**src/logic/mips_params.svh**
```systemverilog
//**************************************************
// MIPS pipeline sizing and reset PC
//**************************************************
`ifndef MIPS_PARAMS_SVH
`define MIPS_PARAMS_SVH

`define MIPS_WORD_W       32            // data and instruction width
`define MIPS_REG_ADDR_W   5
`define MIPS_NUM_REGS     32

`define MIPS_IMEM_DEPTH   256           // instruction words
`define MIPS_IMEM_ADDR_W  8
`define MIPS_DMEM_DEPTH   256           // data words

`define MIPS_RESET_PC     32'h0040_0000 // text segment base

`endif

```
**src/logic/mips_pkg.sv**
```systemverilog
//**************************************************
// MIPS pipeline opcode, funct and ALU encodings
//**************************************************
`default_nettype none

package mips_pkg;

    typedef enum logic [5:0]
    {
        OP_RTYPE = 6'h00,
        OP_J     = 6'h02,
        OP_BEQ   = 6'h04,
        OP_BNE   = 6'h05,
        OP_ADDI  = 6'h08,
        OP_LW    = 6'h23,
        OP_SW    = 6'h2B
    } opcode_e;

    typedef enum logic [5:0]
    {
        F_ADD = 6'h20,
        F_SUB = 6'h22,
        F_AND = 6'h24,
        F_OR  = 6'h25,
        F_SLT = 6'h2A
    } funct_e;

    typedef enum logic [2:0]
    {
        ALU_ADD,
        ALU_SUB,
        ALU_AND,
        ALU_OR,
        ALU_SLT                         // signed compare
    } alu_op_e;

endpackage

`default_nettype wire

```
**src/logic/writeback_stage.sv**
```systemverilog
//**************************************************
// Writeback: MEM/WB register and result select
//**************************************************
`timescale 1ns/1ps
`default_nettype none
`include "mips_params.svh"

module writeback_stage
    import mips_pkg::*;
(
    input  wire                          SYS_clk,
    input  wire                          SYS_reset,
    input  wire [`MIPS_WORD_W-1:0]       mem_alu_result,
    input  wire [`MIPS_WORD_W-1:0]       mem_load_data,
    input  wire [`MIPS_REG_ADDR_W-1:0]   mem_dest,
    input  wire                          mem_reg_write,
    input  wire                          mem_mem_to_reg,
    output logic                         wb_reg_write,
    output logic [`MIPS_REG_ADDR_W-1:0]  wb_dest,
    output logic [`MIPS_WORD_W-1:0]      wb_data
);
    logic [`MIPS_WORD_W-1:0] wb_alu_result, wb_load_data;
    logic                    wb_mem_to_reg;

    always_ff @(posedge SYS_clk)
    begin
        if (SYS_reset)
        begin
            wb_reg_write  <= 1'b0;
            wb_dest       <= '0;
            wb_mem_to_reg <= 1'b0;
        end
        else
        begin
            wb_reg_write  <= mem_reg_write;
            wb_dest       <= mem_dest;
            wb_mem_to_reg <= mem_mem_to_reg;
        end
    end

    always_ff @(posedge SYS_clk)
    begin
        wb_alu_result <= mem_alu_result;
        wb_load_data  <= mem_load_data;
    end

    assign wb_data = wb_mem_to_reg ? wb_load_data : wb_alu_result; // lw vs ALU

endmodule

`default_nettype wire

```
**config.mk**
```make
export PLATFORM = sky130hd
export DESIGN_NAME = writeback_stage
export DESIGN_NICKNAME = d
export VERILOG_FILES = /design/src/logic/mips_pkg.sv /design/src/logic/writeback_stage.sv
export VERILOG_INCLUDE_DIRS = /design/src /design/src/logic
export SDC_FILE = /design/constraint.sdc
export NUM_CORES = 1
export LEC_CHECK = 0
export BUFFER_PORTS_ARGS = -buffer_cell sky130_fd_sc_hd__buf_2
export CORE_MARGIN = 1.5
export CORE_UTILIZATION = 43
export CTS_CLUSTER_SIZE = 20
export DETAILED_ROUTE_END_ITERATION = 16
export PLACE_DENSITY = 0.81
export SLEW_MARGIN = 20
export SYNTH_ARGS = -nofsm -noshare
export SYNTH_HDL_FRONTEND = slang
export SYNTH_SLANG_ARGS = --single-unit
```
**constraint.sdc**
```tcl
create_clock -name SYS_clk -period 1.4 [get_ports SYS_clk]
set_clock_uncertainty 0.2 [all_clocks]
set_input_delay 0.21 -clock SYS_clk [delete_from_list [all_inputs] [get_ports SYS_clk]]
set_output_delay 0.21 -clock SYS_clk [all_outputs]
set_load 0.02 [all_outputs]
```
---- Word-level counts from Yosys, hierarchy flattened ----
Index checks and enable logic that the tools add are counted.
word-level totals
  flip-flop bits (word level) ............. 71
  word-level logic and storage cells ...... 6
  input port bits ......................... 73
operators by class
  mux-type cells .......................... 1
operators with widths
  cell               number
  2-to-1 mux 32 bit  1

---- Logic depth before layout (Yosys ltp) ----
Gate-level depths: netlist of run 1.
  word-level depth ........................ 1
  mapped depth ............................ 3
  gate-level depth less buffers ........... 1

---- Least setup slack after synthesis of run 1 ----
No wires, ideal clock.
  kind .................................... register to output
  from .................................... register wb_mem_to_reg
  to ...................................... output wb_data[0]
  required time ........................... 990 ps
  data arrival time ....................... 906 ps
  slack ................................... 84 ps
  cell stages (with the launch flop) ...... 4
  cells stage by stage .................... dfxtp_1 -> buf_6 -> buf_12 -> mux2_4
between the ends
  word-level cells in the longest chain between the ends .. 1
ends and longest elaborated chain
  element                 line                   source
  start, declared         writeback_stage.sv:23  logic wb_mem_to_reg;
  start signal, assigned  writeback_stage.sv:37  wb_mem_to_reg <= mem_mem_to_reg;
  2-to-1 mux 32 bit       writeback_stage.sv:47  assign wb_data = wb_mem_to_reg ? wb_load_data : wb_alu_result;
  end, declared           writeback_stage.sv:20  output logic [`MIPS_WORD_W-1:0] wb_data
Every way passes these cells.

---- Worst setup path in the final report of run 1 ----
  from .................................... register wb_mem_to_reg
  to ...................................... output wb_data[31]
Same word-level chain as after synthesis.

==> results of run 1 <==
power by group:
part	leakage, uW	internal (uW)	switching [uW]	total, uW
sequential	0.000599	2130	46.4	2170
clock	0.000129	1360	763	2120
combinational	0.00109	468	286	754
total	0.00182	3950	1100	5050
stage by stage:
stage / setup TNS [ns] / utilization
floorplan: 0 / -
global placement: -0.468 / 0.588
detailed placement: -0.745 / 0.588
CTS: -11.67 / 0.824
global route: -12.96 / 0.864
finish: -11.86 / 0.864
Yosys cell counts:
| cell type | n | area share |
|---|---|---|
| dfxtp_1 | 71 | 0.71 |
| mux2_4 | 30 | 0.22 |
| nor2b_1 | 7 | 0.022 |
| buf_12 | 3 | 0.030 |
| mux2_2 | 2 | 0.011 |
| buf_6 | 1 | 0.0056 |
worst max-delay path: stages, from the launching register on:
cell and delay (ns):
dfxtp_4 0.42, clkbuf_16 0.18, mux2_4 0.32, buf_6 0.14
worst max path at each step:
| stage | cells past startpoint | to | slack (ns) |
|---|---|---|---|
| floorplan | 3 | wb_data[0] | 0.08 |
| finish | 3 | wb_data[31] | -0.40 |
| global route | 3 | wb_data[31] | -0.44 |
| CTS | 3 | wb_data[30] | -0.40 |
| detailed placement | 3 | wb_data[30] | -0.05 |
| global placement | 3 | wb_data[30] | -0.04 |
layer usage:
layer,global-route usage,up-vias,share of wire
met1,0.244,764,0.34
met2,0.477,88,0.56
met4,0.105,0,0.025
li1,-,761,-
met3,0.0900,14,0.067
met5,0,-,0
kinds of logic after synthesis:
kind of cell | count (synthesis) | synth area share
mux | 32 | 0.235
simple gates | 7 | 0.0218
flops | 71 | 0.707
buf+inv | 4 | 0.0355
final cells by class:
type / count / area share
Clock buffer: 9 / 0.0325
Clock inverter: 6 / 0.0351
Multi-Input combinational cell: 39 / 0.137
Sequential cell: 71 / 0.374
Tap cell: 52 / 0.0171
Timing Repair Buffer: 186 / 0.404
repair_timing:
action | CTS | global route
buffers inserted | 0 | 0
resized for setup | 21 | 41
endpoints found under the hold margin | 71 | 0
cloned | 0 | 2
setup endpoints to repair | 32 | 32
hold buffers | 72 | 0
==> out/results.tsv, run 1 <==
stage	metric	value	unit
floorplan	core_area	4410	sq um
hold_path	min_path_type	in -> reg	
floorplan	num_io_pins	111	
detailed_routing	drt-pass1-iter-count	4	
timing	fin_crit_sh	1.29	
job	maxCapViolCount	0	
timing	maxSlewViolCount	0	
clock_tree	clock-sinks	71	
logic_synthesis	ys_ff_latch	71	
global_routing	track_usage	0.252	
finish	nNetsFinal	380	
timing	timing.final.ws_setup	-0.405	ns
global_routing	grt_overflow_total	0	
power	p_total	5050	uW
placement	dpl.hpwl	2700	um
detailed_routing	routed_wl	6940	um
hold_path	whs_endpoint	wb_load_data[18]	
worst_setup_path	worstPathMaxFanout	7	
finish	drive_above_1_share	0.521	
finish	finalInstanceArea	3810	sq um
finish	antenna_cells	0	
global_routing	antenna_found_initial	0	
logic_synthesis	ys_warn_count	0	
power	p_per_area	1320	nW/um^2
finish	reg_top3	wb_alu_result x32, wb_load_data x32, wb_dest x5	
placement	place.gp.congestion	0.689	
finish	final_cell_mix	buf_2 (81), dlygate4sd3_1 (72), dfxtp_1 (70), mux2_4 (32), buf_6 (29)	
worst_setup_path	end_kind	output pin	
clock_tree	path_clk_slew	0.08	ns
timing	rsz0062_at_grt	true	
clock_tree	cts_tree	built	
run_status	violations	setup timing	
finish	fillers	193	
timing	period_needed	1.80	ns
detailed_routing	drc_errors	0	
timing	hold_ws	0.315	ns
timing	hold_viol	0	
worst_setup_path	crit_required	0.99	ns
hold_path	min_from	mem_load_data[18]	
timing	worst_pin_slew	0.191	ns
power	vdd.ir_drop.worst	944	uV
timing	slew_headroom	0.872	
logic_synthesis	syn_area	2010	sq um
floorplan	die_h	71.4	um
hold_path	holdPathStages	2	
placement	io_buffers	110	
floorplan	initial_core_util	0.455	
logic_synthesis	yosys.cell_types.count	6	
finish	final_common_cell	buf_2	
logic_synthesis	avgSynthCellArea	17.6	sq um
worst_setup_path	crit_arrival	1.39	ns
detailed_routing	via_count	1627	
power	leakage	0.00182	uW
global_routing	grt_start_max_net_pins	18	
finish	register_area	1430	sq um
run_status	status	finished with violations	
finish	multi_input_area	524	sq um
clock_tree	numCtsBuffers	9	
floorplan	placementRows	24	
floorplan	dieArea	5090	sq um
placement	placed_area	2590	sq um
finish	syn_to_final_growth	89.9	%
logic_synthesis	synth_nets	187	
floorplan	die_w	71.4	um
placement	dp.cells	274	
global_routing	grt_pass1_vias	1900	
timing	max_freq	0.554	GHz
logic_synthesis	synth.yosys.seq_area_share	0.707	
detailed_routing	detail-route-antenna-nets	0	
worst_setup_path	start_kind	register	
finish	finalNonFillerCells	363	
clock_tree	cts.path.max_buffers	2	
global_routing	grt_pass1_wl	9290	um
detailed_routing	viasPerCell	4.48	
detailed_routing	drt_iter0_drc	44	
timing	setup_viol	32	
clock_tree	h-tree-depth	3	
logic_synthesis	synthCells	114	
clock_tree	cts.root.buffer_cell	clkbuf_8	
worst_setup_path	critPathKind	reg -> out	
detailed_routing	wl_per_cell	19.1	um
placement	pre_cts_slack	-0.0495	ns
worst_setup_path	worstSetupStartpoint	wb_mem_to_reg	
No activity file was read; power rests on OpenSTA's default activity.
==> inputs of run 2 (changes only) <==
SKIP_LAST_GASP = 1   (was default)
==> out/results.tsv, run 2 (same netlist as run 1, synthesis figures left out) <==
stage	metric	value	unit	change
run_status	status	finished with violations		
run_status	violations	setup timing		
worst_setup_path	end_kind	output pin		
worst_setup_path	crit_arrival	1.39	ns	about the same
finish	nNetsFinal	380		unchanged
detailed_routing	drc_errors	0		unchanged
finish	syn_to_final_growth	87.9	%	
floorplan	dieArea	5090	sq um	unchanged
worst_setup_path	crit_required	0.99	ns	about the same
hold_path	holdPathStages	2		unchanged
floorplan	die_w	71.4	um	unchanged
hold_path	min_from	mem_load_data[4]		
global_routing	track_usage	0.230		-0.0218
timing	timing.final.ws_setup	-0.399	ns	+0.00615 ns
timing	hold_viol	0		unchanged
worst_setup_path	start_kind	register		
finish	fillers	209		+8.3%
global_routing	busiest_layer	met2		
clock_tree	numCtsBuffers	9		unchanged
worst_setup_path	critPathKind	reg -> out		
placement	dp.cells	274		unchanged
timing	worst_pin_slew	0.140	ns	-0.0505 ns
power	p_per_area	1320	nW/um^2	about the same
detailed_routing	via_count	1613		-0.86%
global_routing	grt_overflow_total	0		unchanged
global_routing	use_met2	0.422		-0.0556
clock_tree	cts.root.buffer_cell	clkbuf_8		
placement	place.gp.congestion	0.689		unchanged
global_routing	grt_start_max_net_pins	18		unchanged
detailed_routing	routed_wl	6450	um	-7.2%
detailed_routing	viasPerCell	4.43		-1.1%
hold_path	min_path_type	in -> reg		
timing	period_needed	1.80	ns	-0.00615 ns
detailed_routing	wl_per_cell	17.7	um	-7.4%
finish	multi_input_area	524	sq um	unchanged
worst_setup_path	worstPathMaxFanout	7		unchanged
finish	drive_above_1_share	0.521		unchanged
clock_tree	cts.path.max_buffers	2		unchanged
placement	io_buffers	110		unchanged
timing	fin_crit_sh	1.28		-0.00439
timing	rsz0062_at_grt	true		
timing	maxSlewViolCount	0		unchanged
job	maxCapViolCount	0		unchanged
detailed_routing	drt_iter0_drc	70		+59%
clock_tree	cts_tree	built		
hold_path	whs_endpoint	wb_load_data[4]		
clock_tree	clock-sinks	71		unchanged
floorplan	die_h	71.4	um	unchanged
floorplan	initial_core_util	0.455		unchanged
finish	final_cell_mix	buf_2 (87), dlygate4sd3_1 (72), dfxtp_1 (70), mux2_4 (32), buf_6 (22)		
finish	reg_top3	wb_alu_result x32, wb_load_data x32, wb_dest x5		
detailed_routing	drt-pass1-iter-count	4		unchanged
power	vdd.ir_drop.worst	1090	uV	+15%
timing	setup_viol	32		unchanged
clock_tree	post_cts_buffers	0		unchanged
timing	setup-tns-final	-12.33	ns	-0.466 ns
finish	final_common_cell	buf_2		
clock_tree	path_clk_slew	0.08	ns	about the same
global_routing	grt_pass1_vias	1861		-2.1%
placement	dpl.hpwl	2700	um	unchanged
global_routing	met1_usage	0.235		-0.00926
floorplan	placementRows	24		unchanged
detailed_routing	detail-route-antenna-nets	0		unchanged
clock_tree	h-tree-depth	3		unchanged
floorplan	core_area	4410	sq um	unchanged
finish	register_area	1430	sq um	unchanged
power	leakage	0.00181	uW	-0.76%
timing	max_freq	0.556	GHz	+0.34%
worst_setup_path	worstSetupStartpoint	wb_mem_to_reg		
floorplan	num_io_pins	111		unchanged
timing	slew_headroom	0.906		+0.0339
global_routing	antenna_found_initial	1		+1
global_routing	grt_pass1_wl	8550	um	-8.0%
finish	finalNonFillerCells	364		+0.28%
global_routing	groute.layer.met3.usage	0.0830		-0.00703
-- run 2: cell types whose count changed in the layout (fill, tap and decap cells not counted) --
cell / change
buf_2: +6
buf_4: +1
buf_6: -7
diode_2: +1
-- run 2: how the worst max path moves through the flow --
| stage | to |
|---|---|
| floorplan | wb_data[0] |
| global placement | wb_data[30] |
| detailed placement | wb_data[30] |
| CTS | wb_data[30] |
| global route | wb_data[17] |
| finish | wb_data[0] |
-- run 2: area by class of cell --
class                           instances  area share
Timing Repair Buffer                  186       0.398
Sequential cell                        71       0.377
Multi-Input combinational cell         39       0.139
Clock inverter                          6      0.0355
Clock buffer                            9      0.0328
Tap cell                               52      0.0172
Antenna cell                            1    0.000663
-- run 2: critical path, stage by stage (launching register included) --
cell	delay, ns
dfxtp_4	0.43
clkbuf_16	0.18
mux2_4	0.31
buf_6	0.14
-- run 2: repair_timing --
action	CTS	global route
endpoints found under the hold margin	71	0
hold buffers	72	0
gates resized for setup	0	50
cloned	0	2
endpoints found under the setup margin	32	32
-- run 2: where the power goes --
group	switching (uW)	internal (uW)
clock	751	1350
combinational	273	450
sequential	43.1	2130
-- run 2: layer usage --
metal | vias to the layer above | wire, um
met3 | 10 | 473
met1 | 756 | 2370
li1 | 763 | -
met4 | 0 | 85
met5 | - | 0
met2 | 84 | 3510
-- run 2: metrics by stage --
| step | worst slack, ns | util | cell area [sq um] | power (uW) | hold WS, ns |
|---|---|---|---|---|---|
| final | -0.399 | 0.855 | 3780 | 5000 | 0.313 |
| after global routing | -0.436 | 0.855 | 3770 | 5160 | 0.307 |
| after CTS | -0.413 | 0.810 | 3570 | 4860 | 0.296 |
| after detailed placement | -0.0495 | 0.588 | 2590 | 2660 | 0.114 |
| after global placement | -0.0357 | 0.588 | 2590 | 2640 | 0.112 |
| after floorplan | 0.0843 | - | 2010 | 2480 | 0.0377 |
