**config.mk**
```make
export PLATFORM = sky130hd
export DESIGN_NAME = hazard_unit
export DESIGN_NICKNAME = d
export VERILOG_FILES = /design/src/logic/mips_pkg.sv /design/src/logic/hazard_unit.sv
export VERILOG_INCLUDE_DIRS = /design/src /design/src/logic
export SDC_FILE = /design/constraint.sdc
export NUM_CORES = 1
export LEC_CHECK = 0
export ABC_AREA = 1
export CAP_MARGIN = 20
export CORE_AREA = 2 2 39 41
export DETAILED_ROUTE_END_ITERATION = 10
export DIE_AREA = 0 0 41 43
export DONT_BUFFER_PORTS = 1
export PLACE_DENSITY = 0.57
export SETUP_SLACK_MARGIN = 0.2
export SLEW_MARGIN = 20
export SYNTH_ARGS = -nofsm -noshare
export SYNTH_HDL_FRONTEND = slang
export SYNTH_SLANG_ARGS = --single-unit
export TNS_END_PERCENT = 1
```
**constraint.sdc**
```tcl
create_clock -name vclk -period 2.35
set_input_delay 0.3525 -clock vclk [all_inputs]
set_output_delay 0.3525 -clock vclk [all_outputs]
set_load 0.005 [all_outputs]
```
**src/logic/mips_params.svh**
```systemverilog
//**************************************************
// MIPS pipeline sizing and reset PC
//**************************************************
`ifndef MIPS_PARAMS_SVH
`define MIPS_PARAMS_SVH

`define MIPS_WORD_W       32            // data and instruction width
`define MIPS_REG_ADDR_W   5
`define MIPS_NUM_REGS     32

`define MIPS_IMEM_DEPTH   256           // instruction words
`define MIPS_IMEM_ADDR_W  8
`define MIPS_DMEM_DEPTH   256           // data words

`define MIPS_RESET_PC     32'h0040_0000 // text segment base

`endif

```
**src/logic/mips_pkg.sv**
```systemverilog
//**************************************************
// MIPS pipeline opcode, funct and ALU encodings
//**************************************************
`default_nettype none

package mips_pkg;

    typedef enum logic [5:0]
    {
        OP_RTYPE = 6'h00,
        OP_J     = 6'h02,
        OP_BEQ   = 6'h04,
        OP_BNE   = 6'h05,
        OP_ADDI  = 6'h08,
        OP_LW    = 6'h23,
        OP_SW    = 6'h2B
    } opcode_e;

    typedef enum logic [5:0]
    {
        F_ADD = 6'h20,
        F_SUB = 6'h22,
        F_AND = 6'h24,
        F_OR  = 6'h25,
        F_SLT = 6'h2A
    } funct_e;

    typedef enum logic [2:0]
    {
        ALU_ADD,
        ALU_SUB,
        ALU_AND,
        ALU_OR,
        ALU_SLT                         // signed compare
    } alu_op_e;

endpackage

`default_nettype wire

```
**src/logic/hazard_unit.sv**
```systemverilog
//**************************************************
// Hazard unit: RAW stall level and decode forwarding
//**************************************************
`timescale 1ns/1ps
`default_nettype none
`include "mips_params.svh"

module hazard_unit
    import mips_pkg::*;
(
    input  wire [`MIPS_WORD_W-1:0]      dec_instr,
    input  wire [`MIPS_REG_ADDR_W-1:0]  ex_dest,
    input  wire                         ex_reg_write,
    input  wire                         ex_mem_read,
    input  wire [`MIPS_REG_ADDR_W-1:0]  mem_dest,
    input  wire                         mem_reg_write,
    input  wire                         mem_mem_read,
    output logic                        stall,
    output logic                        forward_rs,
    output logic                        forward_rt
);
    opcode_e                     opcode;
    logic [`MIPS_REG_ADDR_W-1:0] rs, rt;
    logic                        reads_rt;
    logic                        ex_writes;
    logic                        ex_hit_rs, ex_hit_rt;
    logic                        mem_hit_rs, mem_hit_rt;

    assign opcode = opcode_e'(dec_instr[31:26]);
    assign rs     = dec_instr[25:21];
    assign rt     = dec_instr[20:16];

    // rs is always treated as a source
    assign reads_rt = (opcode == OP_RTYPE) || (opcode == OP_BEQ) ||
                      (opcode == OP_BNE)   || (opcode == OP_SW);

    assign ex_writes  = ex_reg_write || ex_mem_read; // a load always writes
    assign ex_hit_rs  = ex_writes && (ex_dest != '0) && (ex_dest == rs);
    assign ex_hit_rt  = ex_writes && (ex_dest != '0) && (ex_dest == rt) && reads_rt;
    assign mem_hit_rs = mem_reg_write && (mem_dest != '0) && (mem_dest == rs);
    assign mem_hit_rt = mem_reg_write && (mem_dest != '0) && (mem_dest == rt) && reads_rt;

    // result not ready yet in execute, or load data not ready in memory
    assign stall = ex_hit_rs || ex_hit_rt ||
                   (mem_mem_read && (mem_hit_rs || mem_hit_rt));

    assign forward_rs = mem_hit_rs && !mem_mem_read && !stall;
    assign forward_rt = mem_hit_rt && !mem_mem_read && !stall;

endmodule

`default_nettype wire

```
Yosys cells after proc, flatten, opt, wreduce, memory -nomap -nowiden
Index checks and enable logic that the tools add are counted.
Widths: inputs -> output; s select.
{"block": "totals", "register_bits": 0, "inputBits": 46, "output_inout_bits": 3}
{"block": "op_classes", "eq_ne": 7, "n_reduce_logical": 25}
{"operator": "$eq 5x5->1", "n": 4}
{"operator": "$logic_and 1x1->1", "n": 13}
{"operator": "$eq 6x3->1 const B", "n": 2}
{"operator": "$reduce_bool 5->1", "n": 2}
{"operator": "$logic_or 1x1->1", "n": 7}
{"operator": "$eq 6x6->1 const B", "n": 1}
{"operator": "$logic_not 6->1", "n": 1}
{"operator": "$logic_not 1->1", "n": 2}

Depth between registers and ports, before layout
Gate-level depths: netlist (run 1).
{"block": "logic_depth", "word_depth": 10, "depth_mapped": 10, "ltp_nobuf": 10}

Least setup slack after synthesis (run 1)
No wires, ideal clock.
{"block": "synth_timing", "path_type": "input-to-output", "from": "input port dec_instr[27]", "to": "output port stall", "t_arrival_ps": 935, "path_slack_ps": 1062, "stages": 7, "path_buffers": 0, "path_cell_list": "nor2_1 > nand3_1 > a21oi_4 > nand2_1 > nand2_1 > nand2_1 > nand2_1"}
{"block": "synth_between", "elab_chain_len": 8, "word_cells_on_any_way": 13, "cone_classes": "3 x eq/ne; 10 x reduce/logical"}
{"item": "start: declaration", "line": "hazard_unit.sv:11", "rtl": "input wire [`MIPS_WORD_W-1:0] dec_instr,"}
{"item": "$eq 6x3->1 or $logic_not 6->1 (tied branches)", "line": "hazard_unit.sv:34", "rtl": "assign reads_rt = (opcode == OP_RTYPE) || (opcode == OP_BEQ) ||"}
{"item": "$logic_or 1x1->1 (2 in a row)", "line": "hazard_unit.sv:34"}
{"item": "$logic_or 1x1->1 (*)", "line": "hazard_unit.sv:35", "rtl": "(opcode == OP_BNE) || (opcode == OP_SW);"}
{"item": "$logic_and 1x1->1", "line": "hazard_unit.sv:41", "rtl": "assign mem_hit_rt = mem_reg_write && (mem_dest != '0) && (mem_dest == rt) && reads_rt;"}
{"item": "$logic_or 1x1->1", "line": "hazard_unit.sv:45", "rtl": "(mem_mem_read && (mem_hit_rs || mem_hit_rt));"}
{"item": "$logic_and 1x1->1", "line": "hazard_unit.sv:45"}
{"item": "$logic_or 1x1->1 (*)", "line": "hazard_unit.sv:44", "rtl": "assign stall = ex_hit_rs || ex_hit_rt ||"}
{"item": "end: declaration", "line": "hazard_unit.sv:18", "rtl": "output logic stall,"}
Every way passes the cells marked *; elsewhere a longest branch is shown, timed or not.

Final worst setup path (run 1)
{"block": "layout_timing", "from": "input port dec_instr[31]", "to": "output port stall"}
Same word-level chain as after synthesis.

==> flow_metrics.tcl, run 1 <==
set metrics [dict create \
    status "finished clean" \
    setup_tns_ps 0 \
    chipWidth_um 41 \
    hp-start "mem_mem_read" \
    hold_path.class "input pin to output pin" \
    netlist-cell-type-count 13 \
    syn-instance-count 92 \
    synth_nets 138 \
    synthXorXnorAreaFrac_pct 28.69 \
    relSlewSlack_pct 86.86 \
    yosys.area_share.adder_pct 0 \
    vias_per_cell 4.509 \
    io_pins 49 \
    synth-compound-area-share_pct 4.645 \
    finalSetupViolations 0 \
    synth.area.mux_share_pct 0 \
    final_min_period_over_clock_period_pct 58.11 \
    startpoint "dec_instr[31]" \
    design_area_um2 478.0 \
    leakage_nw 0.2677 \
    cap_violations 0 \
    critPathArrivalTime_ps 1010 \
    grt_pass1_vias 437 \
    cp_max_fo 2 \
    gp_congestion 0.7203 \
    worst_pin_slew_ps 197.1 \
    min_period_ps 1366 \
    drtIter0Drc 5 \
    layout_setup_ws_ps 984.5 \
    antenna_cells 0 \
    die_area_um2 1763 \
    portBuffers 0 \
    postRouteAntennaNets 0 \
    n_sequential_cell 0 \
    drc 0 \
    start_util_pct 33.09 \
    cp-end-kind "output pin" \
    grt_max_degree 5 \
    synth.top_cell.area_share_pct 25.41 \
    clock.fmax_mhz 732.3 \
    drt_first_pass_iters 4 \
    hold_viol 0 \
    synthTopCellsByCount "nand2_1, nor2_1, inv_1" \
    syn_area_um2 457.9 \
    nClkBuffers 0 \
    ir_drop_v 0.00004579 \
    synth_area_per_cell_um2 4.978 \
    wl_um 1010 \
    finalMaxSlewViolations 0 \
    fillers 161 \
    cp.required_ps 2000 \
    ctsHoldBuffers 0 \
    dp_hpwl_um 976.9 \
    placed_area_um2 478.0 \
    cts_resized 0 \
    synth_area_leaders "nand2_1, xor2_1, xnor2_1" \
    antenna_found_initial 0 \
    grt_overflow 0 \
    holdPathStages 2 \
    syn_to_final_growth_pct 4.372 \
    die_height_um 43 \
    place_worst_setup_slack_ps 978.1 \
    multi_input_area_um2 401.6 \
    track_usage_pct 12.39 \
    drive_above_1_share_pct 6.522 \
    min_to "stall" \
    cts_setup_buffers 0 \
    synth_top_family_by_area "simple AND/OR/NAND/NOR gates" \
    worstSetupPathType "input pin to output pin" \
    final_nets 140 \
    rsz0062_at_grt "false" \
    core-area_um2 1384 \
    grt_pass1_wl_um 1600 \
    wl_per_cell_um 9.352 \
    p_per_area_nw_per_um2 121.8 \
    rows 14 \
    start_kind "input pin" \
    seq_area_um2 0 \
    vias 487 \
    synthSimpleGateAreaFrac_pct 54.37 \
    yosysTopAreaCell "nand2_1" \
    yosysSeqAreaShare_pct 0 \
    yosysMostFrequentCell "nand2_1" \
    ys_warn_count 0 \
]
[layout make-up]
cell class / instances / area share (%)
Inverter: 15 / 11.78
Multi-Input combinational cell: 77 / 84.03
Tap cell: 16 / 4.188
[metrics by stage]
stage / util [%] / power, mW / std cells / hold WS (ps)
final: 34.54 / 0.05823 / 108 / 800.8
after global routing: 34.54 / 0.06838 / 108 / 826.9
after CTS: 34.54 / 0.05906 / 108 / 805.7
after detailed placement: 34.54 / 0.05889 / 108 / 806.0
after global placement: 34.54 / 0.05783 / 108 / 807.3
after floorplan: - / 0.05136 / 92 / 795.8
[critical path, cell delays in order]
cell	delay, ps
nor2_1	90
nand3_1	150
a21oi_4	190
nand2_1	70
nand2_1	60
nand2_1	40
nand2_1	60
[routing by layer]
metal	wire length, µm	GRT usage, %	vias to the layer above	part of all wire [%]
met2	460	21.56	23	46
li1	-	-	276	-
met1	406	15.19	188	40
met4	0	0	0	0
met3	143	3.665	0	14
met5	0	0	-	0
[logic make-up (layout without fill, tap and decap cells)]
group | Yosys count | after routing
and+or+nand+nor | 60 | 60
buffers and inverters | 15 | 15
xor gates and xnor gates | 15 | 15
AOI/OAI and AO/OA | 2 | 2
[layout by cell type, fill, tap and decap left out]
master | netlist | layout
a21oi_1 | 1 | 1
inv_1 | 12 | 12
xnor2_1 | 7 | 7
nor2_2 | 1 | 1
nor2_1 | 16 | 16
a21oi_4 | 1 | 1
nand3_1 | 7 | 7
inv_2 | 3 | 3
xor2_1 | 8 | 8
nand4_1 | 3 | 3
or2_1 | 1 | 1
nand2_1 | 31 | 31
nand2_2 | 1 | 1
[how the worst max path moves through the flow]
stage	cells past startpoint	slack (ps)	endpoint
2_1_floorplan	7	1060	stall
3_3_place_gp	7	1000	stall
3_5_place_dp	7	980	stall
4_1_cts	7	970	stall
5_1_grt	7	890	stall
6_report	7	980	stall
[report_power, final]
group | internal (mW) | switching, mW
registers | 0 | 0
logic | 0.0285 | 0.0297
clock network | 0 | 0
(Power assumes the default switching activity.)
==> run 2: changes to the inputs <==
clock period = 1.3 ns   (was 2.35 ns; I/O delays follow)
==> run 2 against run 1 <==
Die area is the same. Power grew 87%. Worst setup slack lost 730 ps. Wire length grew 0.20%. Global-route usage is the same. Worst hold slack lost 320 ps. Count of clock-buffer cells in the layout is the same. Highest routed layer unchanged. Combinational power grew 87%. Final area grew 2.4%. Core utilization grew 0.81 points. First-iteration DRC count shrank 20%. Sequential cell count is the same.
==> flow_metrics.tcl, run 2 (synthesized netlist as in run 1, its figures left out) <==
set metrics [dict create \
    drtIter0Drc 4 \
    die_area_um2 1763 \
    routed-wl-met3_um 135 \
    placed_area_um2 478.0 \
    final_util_pct 35.35 \
    nClkBuffers 0 \
    ir_drop_v 0.00008797 \
    relSlewSlack_pct 88.98 \
    antenna_found_initial 0 \
    finalSetupViolations 0 \
    wl_um 1012 \
    layout_setup_ws_ps 249.8 \
    met2_length_um 463 \
    drive_above_1_share_pct 10.87 \
    core-area_um2 1384 \
    portBuffers 0 \
    grt_max_degree 5 \
    hp-start "mem_mem_read" \
    dp_hpwl_um 976.9 \
    hold_viol 0 \
    grt_pass1_wl_um 1600 \
    vias_per_cell 4.509 \
    final_nets 140 \
    design_area_um2 489.2 \
    io_pins 49 \
    finalMaxSlewViolations 0 \
    grt_overflow 0 \
    highest_layer "met3" \
    worstSetupPathType "input pin to output pin" \
    track_usage_pct 12.39 \
    start_kind "input pin" \
    cp_max_fo 2 \
    layout_commonest_cell "nand2_1" \
    min_to "stall" \
    critPathArrivalTime_ps 860 \
    start_util_pct 33.09 \
    seq_area_um2 0 \
    place_worst_setup_slack_ps 243.1 \
    drc 0 \
    chipWidth_um 41 \
    drt_first_pass_iters 4 \
    cp.required_ps 1110 \
    gp_congestion 0.7203 \
    postRouteAntennaNets 0 \
    min_period_ps 1050 \
    cts_setup_buffers 0 \
    wl_met1_um 413 \
    vias 487 \
    rows 14 \
    syn_to_final_growth_pct 6.831 \
    setup_tns_ps 0 \
    wl_per_cell_um 9.370 \
    p_per_area_nw_per_um2 222.1 \
    status "finished clean" \
    holdWs_ps 485.8 \
    worst_pin_slew_ps 164.1 \
    clock.fmax_mhz 952.2 \
    grt_pass1_vias 437 \
    leakage_nw 0.2666 \
    final_min_period_over_clock_period_pct 80.79 \
    die_height_um 43 \
    cap_violations 0 \
    layout_common_cells "nand2_1, nor2_1, inv_1, xor2_1" \
    cp-end-kind "output pin" \
    holdPathStages 2 \
    rsz0062_at_grt "true" \
    n_sequential_cell 0 \
    antenna_cells 0 \
    hold_path.class "input pin to output pin" \
]
## run 2: how the worst max path moves through the flow
stage             startpoint    end  slack [ps]
2_1_floorplan  dec_instr[27]  stall         330
3_3_place_gp   dec_instr[31]  stall         270
3_5_place_dp   dec_instr[31]  stall         240
4_1_cts        dec_instr[31]  stall         240
5_1_grt        dec_instr[16]  stall         170
6_report       dec_instr[31]  stall         250
## run 2: layout make-up
cell class | count | area [µm²]
fill | 159 | 894.6
inverter | 15 | 56.30
multi-input combinational | 77 | 412.9
tap | 16 | 20.02
## run 2: timing repair
item,CTS,global route
endpoints found under the setup margin,0,3
hold buffers,0,0
resized for setup,0,4
## run 2: per-stage QoR
stage	instances	total power [mW]
finish	108	0.1087
CTS	108	0.1068
detailed placement	108	0.1065
global route	108	0.1273
global placement	108	0.1045
floorplan	92	0.09284
## run 2: routing by layer
layer,vias to the layer above,track usage (%)
met5,-,0
met4,0,0
met3,0,3.665
met2,21,21.56
met1,190,15.19
li1,276,-
## run 2: critical path, stage by stage
cell,delay [ps]
nor2_1,90
nand3_1,150
a21oi_4,190
nand2_1,70
nand2_1,60
nand2_1,40
nand2_1,60
## run 2: report_power, final
group          leakage, nW  switching [mW]  internal (mW)
sequential               0               0              0
combinational        0.267          0.0560         0.0527
clock                    0               0              0
total                0.267          0.0560         0.0527
==> run 3: changes to the inputs <==
clock period = 1 ns   (was 1.3 ns; I/O delays follow)
==> run 3 against run 2 <==
Die area stayed put. Worst hold slack worse by 91 ps. Largest power group unchanged. Critical path depth is 2 higher. Final area is 7.4% higher.
==> flow_metrics.tcl, run 3 (synthesized netlist as in run 1, its figures left out) <==
set metrics [dict create \
    path_common_cell "nand2_1" \
    power_frac_comb_pct 100.0 \
    cp_max_fo 2 \
    drive_above_1_share_pct 19.57 \
    final_cells 108 \
    antenna_cells 0 \
    ctsHoldBuffers 0 \
    antenna_found_initial 0 \
    cpPeakStageDelay_ps 130 \
    crit_slowest_cell "a21oi_4" \
    ir_drop_v 0.0001156 \
    hold_path.class "input pin to output pin" \
    status "finished clean" \
    clockPowerShare_pct 0 \
    wl_um 1105 \
    chipWidth_um 41 \
    multi_input_area_um2 434.2 \
    worstSetupPathType "input pin to output pin" \
    p_per_area_nw_per_um2 287.3 \
    n_sequential_cell 0 \
    core-area_um2 1384 \
    min_period_ps 945.9 \
    vias_per_cell 4.630 \
    finalMaxSlewViolations 0 \
    grt_pass1_vias 452 \
    power.total_uw 151.0 \
    place_worst_setup_slack_ps 33.73 \
    start_util_pct 33.09 \
    portBuffers 0 \
    dp_hpwl_um 1015 \
    nClkBuffers 0 \
    die_area_um2 1763 \
    final_nets 140 \
    setup_tns_ps 0 \
    worst_pin_slew_ps 181.6 \
    syn_to_final_growth_pct 14.75 \
    dp_cells 108 \
    rows 14 \
    die_height_um 43 \
    rsz0062_at_grt "true" \
    p_seq_share_pct 0 \
    min_to "stall" \
    cap_violations 0 \
    start_kind "input pin" \
    p_sw_uw 76.97 \
    vias 500 \
    grt_pass1_wl_um 1649 \
    drt_first_pass_iters 4 \
    io_pins 49 \
    wl_per_cell_um 10.23 \
    relSlewSlack_pct 87.89 \
    grt_max_degree 5 \
    placed_area_um2 478.0 \
    leakage_nw 0.2742 \
    grt_overflow 0 \
    holdPathStages 2 \
    cp-end-kind "output pin" \
    path_cells "inv_1 -> nand2_1 -> nor2_2 -> nand2_2 -> a21oi_4 -> nand2_1 -> nand2_1 -> nand2_1 -> nand2_1" \
    finalSetupViolations 0 \
    p_int_uw 73.99 \
    hp-start "mem_mem_read" \
    final_util_pct 37.97 \
    design_area_um2 525.5 \
    clock.fmax_mhz 1057 \
    critPathArrivalTime_ps 800 \
    final_min_period_over_clock_period_pct 94.59 \
    layout_setup_ws_ps 54.13 \
    gp_congestion 0.7011 \
    cp.required_ps 850 \
    track_usage_pct 12.49 \
    layout_commonest_cell "nand2_1" \
    layout_common_cells "nand2_1, nor2_1, inv_1, xor2_1, xnor2_1" \
    holdWs_ps 394.9 \
    seq_area_um2 0 \
    hold_viol 0 \
    drc 0 \
    postRouteAntennaNets 0 \
    fillers 168 \
    switching_share_pct 50.99 \
    drtIter0Drc 3 \
]
run 3: cell types whose count changed in the layout (fill, tap and decap cells not counted):
cell      before  now
a21oi_1        0    1
a21oi_2        1    0
clkinv_8       0    1
inv_1         12   10
inv_4          0    1
nand2_1       30   25
nand2_2        2    6
nand2_4        0    1
nand3_1        7    6
nand3_2        0    1
nor2_1        14   13
nor2_2         3    4
run 3: cell type report:
class / instances / share of cell area, %
inverters: 15 / 13.57
well taps: 16 / 3.810
multi-input cells: 77 / 82.62
run 3: worst max-delay path by stage:
stage,cells past startpoint,from,slack (ps),endpoint
floorplan,7,dec_instr[31],120,stall
global placement,7,dec_instr[31],50,stall
detailed placement,9,dec_instr[28],30,stall
CTS,9,dec_instr[28],40,stall
global route,10,dec_instr[16],-40,stall
finish,9,dec_instr[28],50,stall
run 3: worst max-delay path: cells and delay by family:
family,cells,cell delay (ps)
compound gates,1,130
buf+inv,1,50
simple gates,7,470
run 3: layer usage:
layer  global-route usage, %  vias to the layer above  wire [µm]
met1                   16.14                      200        418
met2                   21.88                       22        562
met3                   2.094                        0        125
li1                        -                      278          -
met5                       0                        -          0
met4                       0                        0          0
run 3: repair_timing:
action | in CTS | in global routing
pin swaps | 0 | 10
gates resized for setup | 0 | 18
endpoints found under the setup margin | 3 | 3
setup buffers | 0 | 0
run 3: power by group through the flow:
stage / Clock, mW / Sequential, mW / Combinational (mW)
6_report: 0 / 0 / 0.151
5_1_grt: 0 / 0 / 0.171
4_1_cts: 0 / 0 / 0.139
3_5_place_dp: 0 / 0 / 0.139
3_3_place_gp: 0 / 0 / 0.136
2_1_floorplan: 0 / 0 / 0.121
