## config.mk

```make
export PLATFORM = sky130hd
export DESIGN_NAME = execute_stage
export DESIGN_NICKNAME = d
export VERILOG_FILES = /design/src/logic/mips_pkg.sv /design/src/logic/execute_stage.sv
export VERILOG_INCLUDE_DIRS = /design/src /design/src/logic
export SDC_FILE = /design/constraint.sdc
export NUM_CORES = 1
export LEC_CHECK = 0
export BUFFER_PORTS_ARGS = -buffer_cell sky130_fd_sc_hd__buf_2
export CORE_MARGIN = 8
export CORE_UTILIZATION = 25
export CTS_CLUSTER_SIZE = 28
export DETAILED_ROUTE_END_ITERATION = 16
export PLACE_DENSITY = 0.48
export SYNTH_ARGS = -nofsm -noshare
export SYNTH_HDL_FRONTEND = slang
export SYNTH_SLANG_ARGS = --single-unit
```

## constraint.sdc

```tcl
create_clock -name SYS_clk -period 4.9 [get_ports SYS_clk]
set_input_delay 0.49 -clock SYS_clk [delete_from_list [all_inputs] [get_ports SYS_clk]]
set_output_delay 0.49 -clock SYS_clk [all_outputs]
set_load 0.02 [all_outputs]
```

## src/logic/mips_params.svh

```systemverilog
//**************************************************
// MIPS pipeline sizing and reset PC
//**************************************************
`ifndef MIPS_PARAMS_SVH
`define MIPS_PARAMS_SVH

`define MIPS_WORD_W       32            // data and instruction width
`define MIPS_REG_ADDR_W   5
`define MIPS_NUM_REGS     32

`define MIPS_IMEM_DEPTH   256           // instruction words
`define MIPS_IMEM_ADDR_W  8
`define MIPS_DMEM_DEPTH   256           // data words

`define MIPS_RESET_PC     32'h0040_0000 // text segment base

`endif

```

## src/logic/mips_pkg.sv

```systemverilog
//**************************************************
// MIPS pipeline opcode, funct and ALU encodings
//**************************************************
`default_nettype none

package mips_pkg;

    typedef enum logic [5:0]
    {
        OP_RTYPE = 6'h00,
        OP_J     = 6'h02,
        OP_BEQ   = 6'h04,
        OP_BNE   = 6'h05,
        OP_ADDI  = 6'h08,
        OP_LW    = 6'h23,
        OP_SW    = 6'h2B
    } opcode_e;

    typedef enum logic [5:0]
    {
        F_ADD = 6'h20,
        F_SUB = 6'h22,
        F_AND = 6'h24,
        F_OR  = 6'h25,
        F_SLT = 6'h2A
    } funct_e;

    typedef enum logic [2:0]
    {
        ALU_ADD,
        ALU_SUB,
        ALU_AND,
        ALU_OR,
        ALU_SLT                         // signed compare
    } alu_op_e;

endpackage

`default_nettype wire

```

## src/logic/execute_stage.sv

```systemverilog
//**************************************************
// Execute: ID/EX register, ALU control and ALU
//**************************************************
`timescale 1ns/1ps
`default_nettype none
`include "mips_params.svh"

module execute_stage
    import mips_pkg::*;
(
    input  wire                          SYS_clk,
    input  wire                          SYS_reset,
    input  wire                          stall,
    input  wire [`MIPS_WORD_W-1:0]       dec_instr,
    input  wire [`MIPS_WORD_W-1:0]       dec_rs_val,
    input  wire [`MIPS_WORD_W-1:0]       dec_rt_val,
    input  wire [`MIPS_WORD_W-1:0]       dec_imm,
    input  wire [`MIPS_REG_ADDR_W-1:0]   dec_dest,
    input  wire                          dec_reg_write,
    input  wire                          dec_mem_read,
    input  wire                          dec_mem_write,
    input  wire                          dec_mem_to_reg,
    input  wire                          dec_alu_src_imm,
    output logic [`MIPS_WORD_W-1:0]      ex_alu_result,
    output logic [`MIPS_WORD_W-1:0]      ex_store_data,
    output logic [`MIPS_REG_ADDR_W-1:0]  ex_dest,
    output logic                         ex_reg_write,
    output logic                         ex_mem_read,
    output logic                         ex_mem_write,
    output logic                         ex_mem_to_reg
);
    logic [`MIPS_WORD_W-1:0] ex_instr, ex_rs_val, ex_imm;
    logic [`MIPS_WORD_W-1:0] alu_b;
    logic                    ex_alu_src_imm;
    alu_op_e                 alu_op;

    always_ff @(posedge SYS_clk)
    begin
        if (SYS_reset || stall)
        begin
            ex_dest        <= '0;                // bubble
            ex_reg_write   <= 1'b0;
            ex_mem_read    <= 1'b0;
            ex_mem_write   <= 1'b0;
            ex_mem_to_reg  <= 1'b0;
            ex_alu_src_imm <= 1'b0;
        end
        else
        begin
            ex_dest        <= dec_dest;
            ex_reg_write   <= dec_reg_write;
            ex_mem_read    <= dec_mem_read;
            ex_mem_write   <= dec_mem_write;
            ex_mem_to_reg  <= dec_mem_to_reg;
            ex_alu_src_imm <= dec_alu_src_imm;
        end
    end

    always_ff @(posedge SYS_clk)
    begin
        ex_instr      <= dec_instr;
        ex_rs_val     <= dec_rs_val;
        ex_store_data <= dec_rt_val;
        ex_imm        <= dec_imm;
    end

    always_comb
    begin
        alu_op = ALU_ADD;                        // addi, lw, sw and branches
        if (opcode_e'(ex_instr[31:26]) == OP_RTYPE)
        begin
            case (funct_e'(ex_instr[5:0]))
                F_SUB:   alu_op = ALU_SUB;
                F_AND:   alu_op = ALU_AND;
                F_OR:    alu_op = ALU_OR;
                F_SLT:   alu_op = ALU_SLT;
                default: alu_op = ALU_ADD;
            endcase
        end
    end

    assign alu_b = ex_alu_src_imm ? ex_imm : ex_store_data;

    always_comb
    begin
        case (alu_op)
            ALU_SUB: ex_alu_result = ex_rs_val - alu_b;
            ALU_AND: ex_alu_result = ex_rs_val & alu_b;
            ALU_OR:  ex_alu_result = ex_rs_val | alu_b;
            ALU_SLT: ex_alu_result = {{(`MIPS_WORD_W-1){1'b0}},
                                      ($signed(ex_rs_val) < $signed(alu_b))};
            default: ex_alu_result = ex_rs_val + alu_b;
        endcase
    end

endmodule

`default_nettype wire

```

==> Word level (Yosys, flattened, before mapping) <==
Cells that the tools add are included.
{ "totals": {"reg_bits": 138, "elab_cells": 29, "output_inout_bits": 73, "inputBits": 141} }
{ "op_classes": {"order_cmp": 1, "bitwise_logic": 2, "reduce_logical": 2, "add_sub_neg": 2, "eq_ne": 8, "n_mux": 4} }
{ "ops": {"columns": ["operator", "n"], "rows": [
  ["case mux 32 bit (4 select lines)", 1],
  ["adder 32 bit", 1],
  ["AND 32 bit", 1],
  ["< comparator 32 bit", 1],
  ["2-to-1 mux 32 bit", 1],
  ["OR 32 bit", 1],
  ["subtractor 32 bit", 1],
  ["equality test 6 bit, second input constant", 4],
  ["case mux 3 bit (4 select lines)", 1],
  ["equality test 3 x 2 -> 1 bit, second input constant", 2],
  ["logical NOT 6 bit", 1],
  ["equality test 3 x 1 -> 1 bit, second input constant", 1],
  ["equality test 3 bit, second input constant", 1],
  ["2-to-1 mux 3 bit", 1],
  ["logical OR 1 bit", 1]
]} }

==> Longest topological paths before layout <==
Gate-level depths: netlist (run 1).
{ "depth": {"depth_word": 5, "depth_mapped": 15} }

==> Least setup slack after synthesis (run 1) <==
No wires, ideal clock.
{ "synth_path": {"kind": "reg-to-output", "startpoint": "register ex_alu_src_imm", "endpoint": "output port ex_alu_result[28]", "t_required_ns": 4.410, "stages_incl_launch_ff": 16, "setup_slack_ns": 0.658, "t_arrival_ns": 3.752, "path_cell_list": "dfxtp_1 > clkbuf_1 > buf_1 > mux2i_1 > inv_1 > ha_1 > fa_1 > o21ba_2 > nand2b_1 > a21o_1 > nand3_1 > o221a_2 > a21boi_2 > o21ai_0 > a21oi_1 > o32ai_1"} }
{ "synth_via": {"elab_chain_len": 3} }
{ "synth_rtl": {"columns": ["element", "line_no", "rtl"], "rows": [
  ["from (decl)", "execute_stage.sv:34", "logic ex_alu_src_imm;"],
  ["from (signal assigned)", "execute_stage.sv:55", "ex_alu_src_imm <= dec_alu_src_imm;"],
  ["2-to-1 mux 32 bit (*)", "execute_stage.sv:82", "assign alu_b = ex_alu_src_imm ? ex_imm : ex_store_data;"],
  ["adder 32 bit (tied with other cells)", "execute_stage.sv:92", "default: ex_alu_result = ex_rs_val + alu_b;"],
  ["case mux 32 bit (4 select lines) (*)", "execute_stage.sv:86", "case (alu_op)"],
  ["to (decl)", "execute_stage.sv:24", "output logic [`MIPS_WORD_W-1:0] ex_alu_result,"]
]} }
Every way passes the cells marked *; elsewhere a longest branch is shown, timed or not.

==> Final worst setup path (run 1) <==
{ "layout_path": {"startpoint": "register ex_alu_src_imm", "endpoint": "output port ex_alu_result[18]"} }
Same word-level chain as after synthesis.

==> results.toml, run 1 <==
[critical_path]
startpoint_type = "flop"
crit_chain = "mux2i_1, inv_1, ha_1, fa_1, o21ba_2, nand2b_1, a21o_1, a31o_2, o21a_1, nor4_1, o22ai_1, a211o_1, a22o_1, buf_2"
crit_required_ns = 4.41
path_max_fanout = 11
cp_slowest_cell = "dfxtp_4"
critical_path_class = "flop to output port"
arrival_ns = 4.26
slowest_delay_ns = 0.50
crit_path_start = "ex_alu_src_imm"
endpoint_kind = "output port"

[floorplan]
die_width_um = 193
initial_core_util_pct = 25.1
rows = 65
core_mm2 = 0.0312
die_height_um = 193
boundaryPins = 214
die_area_mm2 = 0.0373

[power]
clkPwrFrac_pct = 40.8
power_density_mw_per_mm2 = 333
intPower_mw = 2.20
ir_drop_uv = 323
p_leak_nw = 4.74
p_sw_mw = 1.14
power_mw = 3.34
p_sw_share_pct = 34.2
pwr-share-seq_pct = 31.1
combPwrFrac_pct = 28.0

[timing]
fmax_mhz = 211
period_share_pct = 96.9
setup_ws_ns = 0.150
finalMaxSlewViolations = 0
setup_viol = 0
grt_setup_unrepaired = "true"
hold_slack_ns = 0.148
relSlewSlack_pct = 39.9
hold_viol = 0
worst_slew_pin_slew_ns = 0.902
fin_crit_ns = 4.75

[finish]
multiInputGateArea_mm2 = 0.00502
finalNonFillerCells = 1562
area_growth_pct = 27.8
final_cell_area_mm2 = 0.0100
reg_top3 = "ex_imm x32, ex_rs_val x32, ex_store_data x32"
drive_gt1_share_pct = 24.7
nets = 1391
fillers = 3380
regArea_mm2 = 0.00237

[yosys]
syn_inst = 952
ys_ff_latch = 118
synth_edf_count = 0
synth_top_family_by_area = "compound AO/OA/AOI/OAI gates"
synth_compound_gate_area_share_pct = 25.0
synth_cell_type_count = 75
synth_warnings = 0
synth-simple-area-share_pct = 15.3
synth_nets = 1197
synth.area.mux_share_pct = 4.85
seq_area_frac_synth_pct = 30.1
synthAdderAreaFrac_pct = 16.8
synth-main-ff-cell = "dfxtp_1"
avgSynthCellArea_um2 = 8.25
synthArstFlopShare_pct = 0
synth_xor_area_share_pct = 1.12
syn_area_mm2 = 0.00785

[global_route]
grt_pass1_wl_mm = 41.6
grt_usage_pct = 13.9
grt_pass1_vias = 7456
antenna_found_initial = 2
grt_max_degree = 60
grt_overflow = 0

[route]
vias = 7415
wire_per_inst_um = 16.7
met2_length_mm = 11.4
wl_met3_mm = 1.75
drt.antenna.violating_nets = 0
top_layer = "met5"
dr.pass1.iters = 5
viasPerCell = 4.75
met1_length_mm = 12.6
dr.first_iter.drc_count = 410
drc = 0
postRouteWirelength_mm = 26.1

[placement]
io_buffers = 193
place.gp.congestion = 0.873
placed_cells = 1529
dp_hpwl_mm = 20.3
placed_area_mm2 = 0.00934
post-place-ws_ns = 0.367

[run]
maxCapViolations = 0

[clock_tree]
cts_tree = "yes"
cts.path.max_buffers = 2
cts.htree.levels = 4
post-cts-setup-buffer-count = 0
clkTransAtPathRegs_ns = 0.07
cts_made_buffers = 17
clockRootBuffer = "clkbuf_16"
clock_sinks = 118

[status]
status = "completed"

[min_path]
min_path_type = "input pin to flop"
min_from = "dec_rt_val[31]"
-- cell usage after synthesis, types with 4 or more instances --
cell type / n / area [um^2]
a211o_1: 4 / 35.0
a211oi_1: 17 / 128
a21o_1: 16 / 120
a21oi_1: 76 / 380
a221oi_1: 10 / 87.6
a31oi_1: 4 / 25.0
and2_1: 19 / 119
and3_1: 4 / 25.0
buf_1: 7 / 26.3
buf_2: 9 / 45.0
clkbuf_1: 23 / 86.3
dfxtp_1: 118 / 2360
ha_1: 102 / 1280
inv_1: 100 / 375
mux2i_1: 38 / 380
nand2_1: 67 / 251
nand2b_1: 9 / 56.3
nand3_1: 11 / 55.1
nand3b_1: 4 / 30.0
nand4_1: 8 / 50.1
nor2_1: 76 / 285
nor2b_1: 9 / 56.3
nor3_1: 13 / 65.1
nor4_1: 7 / 43.8
o211ai_1: 12 / 90.1
o21a_1: 6 / 45.0
o21ai_0: 61 / 305
o21bai_1: 14 / 105
o221a_2: 4 / 45.0
o22ai_1: 16 / 100
o31ai_1: 8 / 60.1
xnor2_1: 7 / 61.3
-- power by group through the flow --
stage               registers [mW]  clock network, mW  logic [mW]
finish                        1.04               1.36       0.936
global placement              1.06                  0       0.923
CTS                           1.04               1.42       0.932
global route                  1.04               1.45        1.04
detailed placement            1.06                  0       0.927
floorplan                     1.07                  0       0.603
-- cell type report --
class | count | area share (%)
diodes | 1 | 0.0249
multi-input cells | 694 | 50.1
inverters | 100 | 3.74
clock inverters | 15 | 2.03
well taps | 402 | 5.01
flip-flops and latches | 118 | 23.6
repair buffers | 215 | 11.3
clock buffers | 17 | 4.24
-- timing repair --
item                       CTS  global route
setup endpoints to repair    7            13
resized for setup            1            18
hold buffers                 0             0
pin swaps                    0             1
-- worst max-delay path: cells and delay by family (launching register included) --
family          cells  cell delay (ns)
mux                 1             0.36
simple gates        2             0.42
flops               1             0.50
fa+ha+maj           2             0.68
compound gates      7             1.60
buf+inv             2             0.27
-- path summary, 6_finish.rpt --
path / to / slack, ns / depth (start not counted)
max: ex_alu_result[18] / 0.15 / 14
min: ex_store_data[31] / 0.15 / 1
-- per-stage QoR --
stage / TNS, ns / utilization, %
3_3_place_gp: 0 / 29.9
2_1_floorplan: 0 / -
6_report: 0 / 32.1
4_1_cts: 0 / 31.9
5_1_grt: -0.432 / 32.1
3_5_place_dp: 0 / 29.9
-- layout by cell type, fill, tap and decap left out, drive strengths merged, types with 4 or more instances in the layout --
cell type	Yosys	routed
a211oi	19	19
o211ai	12	12
a31o	4	4
nor2	76	76
nor3	13	13
o21bai	14	14
a21o	16	16
nand4	8	8
o22ai	16	16
nand3	11	11
ha	102	102
and2	19	19
o31ai	9	9
clkbuf	23	17
and4	4	4
o221a	4	4
o21ai	65	65
buf	17	215
a31oi	4	4
inv	100	110
xnor2	7	7
nor4	7	7
nand3b	4	4
a311oi	4	4
a211o	4	4
o21a	6	6
a21boi	5	5
and3	5	5
nand2	67	67
dfxtp	118	118
nand2b	10	10
or2	4	4
a221oi	11	11
mux2i	38	38
a21oi	77	77
nor2b	9	9
-- logic make-up (layout without fill, tap and decap cells) --
kind of cell | Yosys count | in the layout
fa+ha+maj | 104 | 104
xor+xnor | 10 | 10
simple gates | 247 | 247
mux | 38 | 38
buf+inv | 140 | 347
flops | 118 | 118
compound gates | 295 | 295
other cells | 0 | 1
-- per-layer routing --
layer  vias to the layer above  global-route usage [%]
li1                       3742                       -
met1                      3416                    18.4
met2                       233                    21.5
met3                        22                    4.22
met4                         2                    4.36
met5                         -                       0
Note: power is estimated with default switching activity, not from simulation.
==> inputs of run 2 (changes only) <==
--- a/config.mk
+++ b/config.mk
@@ -11,7 +11,6 @@
 export CORE_UTILIZATION = 25
 export CTS_CLUSTER_SIZE = 28
 export DETAILED_ROUTE_END_ITERATION = 16
-export PLACE_DENSITY = 0.48
 export SYNTH_ARGS = -nofsm -noshare
 export SYNTH_HDL_FRONTEND = slang
 export SYNTH_SLANG_ARGS = --single-unit
==> results.toml, run 2 (synthesis results as in run 1) <==
[route]
viasPerCell = 4.81
wire_per_inst_um = 16.3
dr.first_iter.drc_count = 450
dr.pass1.iters = 5
postRouteWirelength_mm = 25.4
vias = 7493
drc = 0
drt.antenna.violating_nets = 0

[global_route]
grt_pass1_vias = 7388
antenna_found_initial = 3
grt_usage_pct = 13.4
grt_pass1_wl_mm = 40.2
grt_overflow = 0
grt_max_degree = 60

[placement]
dp_hpwl_mm = 20.1
placed_cells = 1524
io_buffers = 193
placed_area_mm2 = 0.00929
place.gp.congestion = 0.881

[finish]
finalNonFillerCells = 1559
final_cell_area_mm2 = 0.00994
final_common_cell = "buf_2"
area_growth_pct = 26.6
final_cell_mix = "buf_2 (193), dfxtp_1 (116), inv_1 (100)"
reg_top3 = "ex_imm x32, ex_rs_val x32, ex_store_data x32"
nets = 1388
drive_gt1_share_pct = 24.7

[power]
power_density_mw_per_mm2 = 312
ir_drop_uv = 228
p_leak_nw = 4.66

[timing]
tns_ns = 0
hold_slack_ns = 0.158
fin_crit_ns = 4.67
worst_slew_pin_slew_ns = 0.865
finalMaxSlewViolations = 0
setup_viol = 0
fmax_mhz = 214
period_share_pct = 95.2
hold_viol = 0
relSlewSlack_pct = 42.4

[critical_path]
path_max_fanout = 10
arrival_ns = 4.18
critical_path_class = "flop to output port"
endpoint_kind = "output port"
crit_required_ns = 4.41
startpoint_type = "flop"

[clock_tree]
cts_made_buffers = 17
clockRootBuffer = "clkbuf_16"
clkTransAtPathRegs_ns = 0.06
cts.htree.levels = 4
cts_tree = "yes"
clock_sinks = 118
cts.path.max_buffers = 2

[min_path]
min_from = "dec_imm[0]"
min_to = "ex_imm[0]"
min_path_type = "input pin to flop"
whs_path_depth = 1

[floorplan]
die_width_um = 193
rows = 65
core_mm2 = 0.0312
die_area_mm2 = 0.0373
die_height_um = 193
boundaryPins = 214
initial_core_util_pct = 25.1

[run]
maxCapViolations = 0

[status]
status = "completed"
## run 2: timing repair
action                     in CTS  in global routing
setup buffers                   0                  2
resized for setup               0                 21
setup endpoints to repair       0                 10
hold buffers                    0                  0
## run 2: final cells by class
cell class | instances | area [um^2]
timing repair buffer | 212 | 1110
clock buffer | 17 | 425
fill | 3350 | 21300
inverter | 100 | 375
clock inverter | 15 | 109
multi-input combinational | 694 | 5050
antenna | 1 | 2.50
sequential | 118 | 2360
tap | 402 | 503
## run 2: power breakdown
part,switching (mW),internal [mW]
clock,0.491,0.644
combinational,0.572,0.359
sequential,0.0271,1.01
total,1.09,2.01
## run 2: worst max-delay path, cell delays in order (launching register included)
cell and delay (ns):
dfxtp_2 0.39, buf_4 0.27, mux2i_2 0.31, inv_1 0.07
ha_1 0.25, a211oi_1 0.28, nor2_1 0.12, o2111ai_2 0.27
and3_1 0.26, o41ai_4 0.11, a311oi_2 0.42, a21boi_0 0.21
o221a_2 0.30, o21ai_0 0.24, buf_2 0.22
## run 2: metrics by stage
stage                     setup slack [ns]  utilization (%)  total power [mW]
after floorplan                      0.658                -              1.68
after global placement               0.588             29.8              1.96
after detailed placement             0.539             29.8              1.97
after CTS                           0.0387             31.5              3.15
after global routing               -0.0111             31.8              3.30
final                                0.235             31.8              3.11
## run 2: how the worst max path moves through the flow
| stage | startpoint | endpoint | slack (ns) |
|---|---|---|---|
| floorplan | ex_alu_src_imm | ex_alu_result[28] | 0.66 |
| global placement | ex_alu_src_imm | ex_alu_result[27] | 0.59 |
| detailed placement | ex_alu_src_imm | ex_alu_result[27] | 0.54 |
| CTS | ex_alu_src_imm | ex_alu_result[27] | 0.04 |
| global route | ex_alu_src_imm | ex_alu_result[27] | -0.01 |
| finish | ex_alu_src_imm | ex_alu_result[27] | 0.23 |
## run 2: layer usage
layer | part of all wire [%] | GRT usage (%) | vias up
met5 | 0.11 | 0 | -
met4 | 1.9 | 5.22 | 4
met3 | 7.3 | 4.15 | 24
met2 | 45 | 21.3 | 267
met1 | 45 | 16.8 | 3458
li1 | - | - | 3740
==> inputs of run 3 (changes only) <==
--- a/config.mk
+++ b/config.mk
@@ -11,6 +11,8 @@
 export CORE_UTILIZATION = 25
 export CTS_CLUSTER_SIZE = 28
 export DETAILED_ROUTE_END_ITERATION = 16
+export REMOVE_ABC_BUFFERS = 1
+export SLEW_MARGIN = 20
 export SYNTH_ARGS = -nofsm -noshare
 export SYNTH_HDL_FRONTEND = slang
 export SYNTH_SLANG_ARGS = --single-unit
==> results.toml, run 3 (synthesis results as in run 1) <==
[global_route]
antenna_found_initial = 2
grt_overflow = 0
grt_pass1_wl_mm = 41.4
grt_max_degree = 60
grt_usage_pct = 13.9
grt_pass1_vias = 7583

[finish]
reg_top3 = "ex_imm x32, ex_rs_val x32, ex_store_data x32"
insertedDiodeCount = 0
final_common_cell = "buf_2"
final_cell_mix = "buf_2 (193), dfxtp_1 (116), inv_1 (100)"
final_cell_area_mm2 = 0.0100
drive_gt1_share_pct = 25.5
multiInputGateArea_mm2 = 0.00506
fillers = 3350
area_growth_pct = 27.6
regArea_mm2 = 0.00237
nets = 1395
finalNonFillerCells = 1565

[clock_tree]
cts.htree.levels = 4
hold_buffers = 0
clockRootBuffer = "clkbuf_16"
clkTransAtPathRegs_ns = 0.07
cts.path.max_buffers = 2
cts_tree = "yes"
clock_sinks = 118
cts_made_buffers = 17

[placement]
placed_area_mm2 = 0.00936
placed_cells = 1530
place.gp.congestion = 0.858
post-place-ws_ns = 0.366
dp_hpwl_mm = 20.2
io_buffers = 193

[timing]
fin_crit_ns = 4.71
finalMaxSlewViolations = 0
tns_ns = 0
worst_slew_pin_slew_ns = 1.02
period_share_pct = 96.2
hold_viol = 0
fmax_mhz = 212
setup_viol = 0
grt_setup_unrepaired = "true"
setup_ws_ns = 0.188
relSlewSlack_pct = 31.7

[min_path]
min_path_type = "input pin to flop"

[critical_path]
startpoint_type = "flop"
path_max_fanout = 10
endpoint_kind = "output port"
crit_required_ns = 4.41
arrival_ns = 4.22
critical_path_class = "flop to output port"

[floorplan]
die_width_um = 193
rows = 65
die_height_um = 193
die_area_mm2 = 0.0373
core_mm2 = 0.0312
boundaryPins = 214
initial_core_util_pct = 25.1

[power]
ir_drop_uv = 273
power_density_mw_per_mm2 = 314
p_leak_nw = 4.71
power_mw = 3.14

[route]
drc = 0
vias = 7575
dr.first_iter.drc_count = 368
wire_per_inst_um = 16.7
viasPerCell = 4.84
dr.pass1.iters = 6
postRouteWirelength_mm = 26.2
drt.antenna.violating_nets = 0

[run]
maxCapViolations = 0

[status]
status = "completed"
==> run 3: cell count changes in the layout (fill, tap and decap cells not counted), sizes merged <==
| cell | delta |
|---|---|
| buf | +7 |
| clkbuf | +1 |
| inv | +2 |
| clkinv | -3 |
| diode | -1 |
==> run 3: power breakdown <==
part / total (mW) / internal [mW] / switching (mW)
logic: 0.945 / 0.368 / 0.577
clock network: 1.16 / 0.659 / 0.501
registers: 1.04 / 1.01 / 0.0278
==> run 3: final cells by class <==
type                    count  area share [%]
clock buffers              18            4.38
clock inverters            14           0.999
inverters                 100            3.75
multi-input cells         694            50.5
flip-flops and latches    118            23.6
well taps                 402            5.02
repair buffers            219            11.7
==> run 3: worst paths after layout <==
kind	start	to	slack, ns	cells past startpoint
hold / removal	dec_imm[29]	ex_imm[29]	0.14	1
setup / recovery	ex_alu_src_imm	ex_alu_result[29]	0.19	13
==> run 3: metal layers <==
metal	share of wire [%]	GRT usage [%]
met5	0.092	0
met4	3.2	6.53
met3	5.6	3.47
met2	45	22.0
met1	46	17.4
==> run 3: repair_timing <==
item                                    CTS  global route
resized for setup                         9            15
buffers inserted                          2             1
pin swaps                                 1             1
endpoints found under the setup margin    4             8
==> run 3: stage by stage <==
stage	hold slack [ns]	util, %
2_1_floorplan	0.518	-
6_report	0.144	32.1
4_1_cts	0.113	31.9
3_5_place_dp	0.594	30.0
3_3_place_gp	0.592	30.0
5_1_grt	0.116	32.1
==> run 3: worst max-delay path: stages, from the launching register on <==
cell	delay, ns
dfxtp_4	0.46
buf_12	0.19
buf_4	0.21
mux2i_2	0.36
ha_2	0.31
nand4_1	0.18
or4_1	0.49
a211oi_2	0.22
o21ai_1	0.14
a21oi_2	0.23
o221ai_1	0.21
a2111oi_2	0.43
a21o_1	0.16
buf_2	0.17
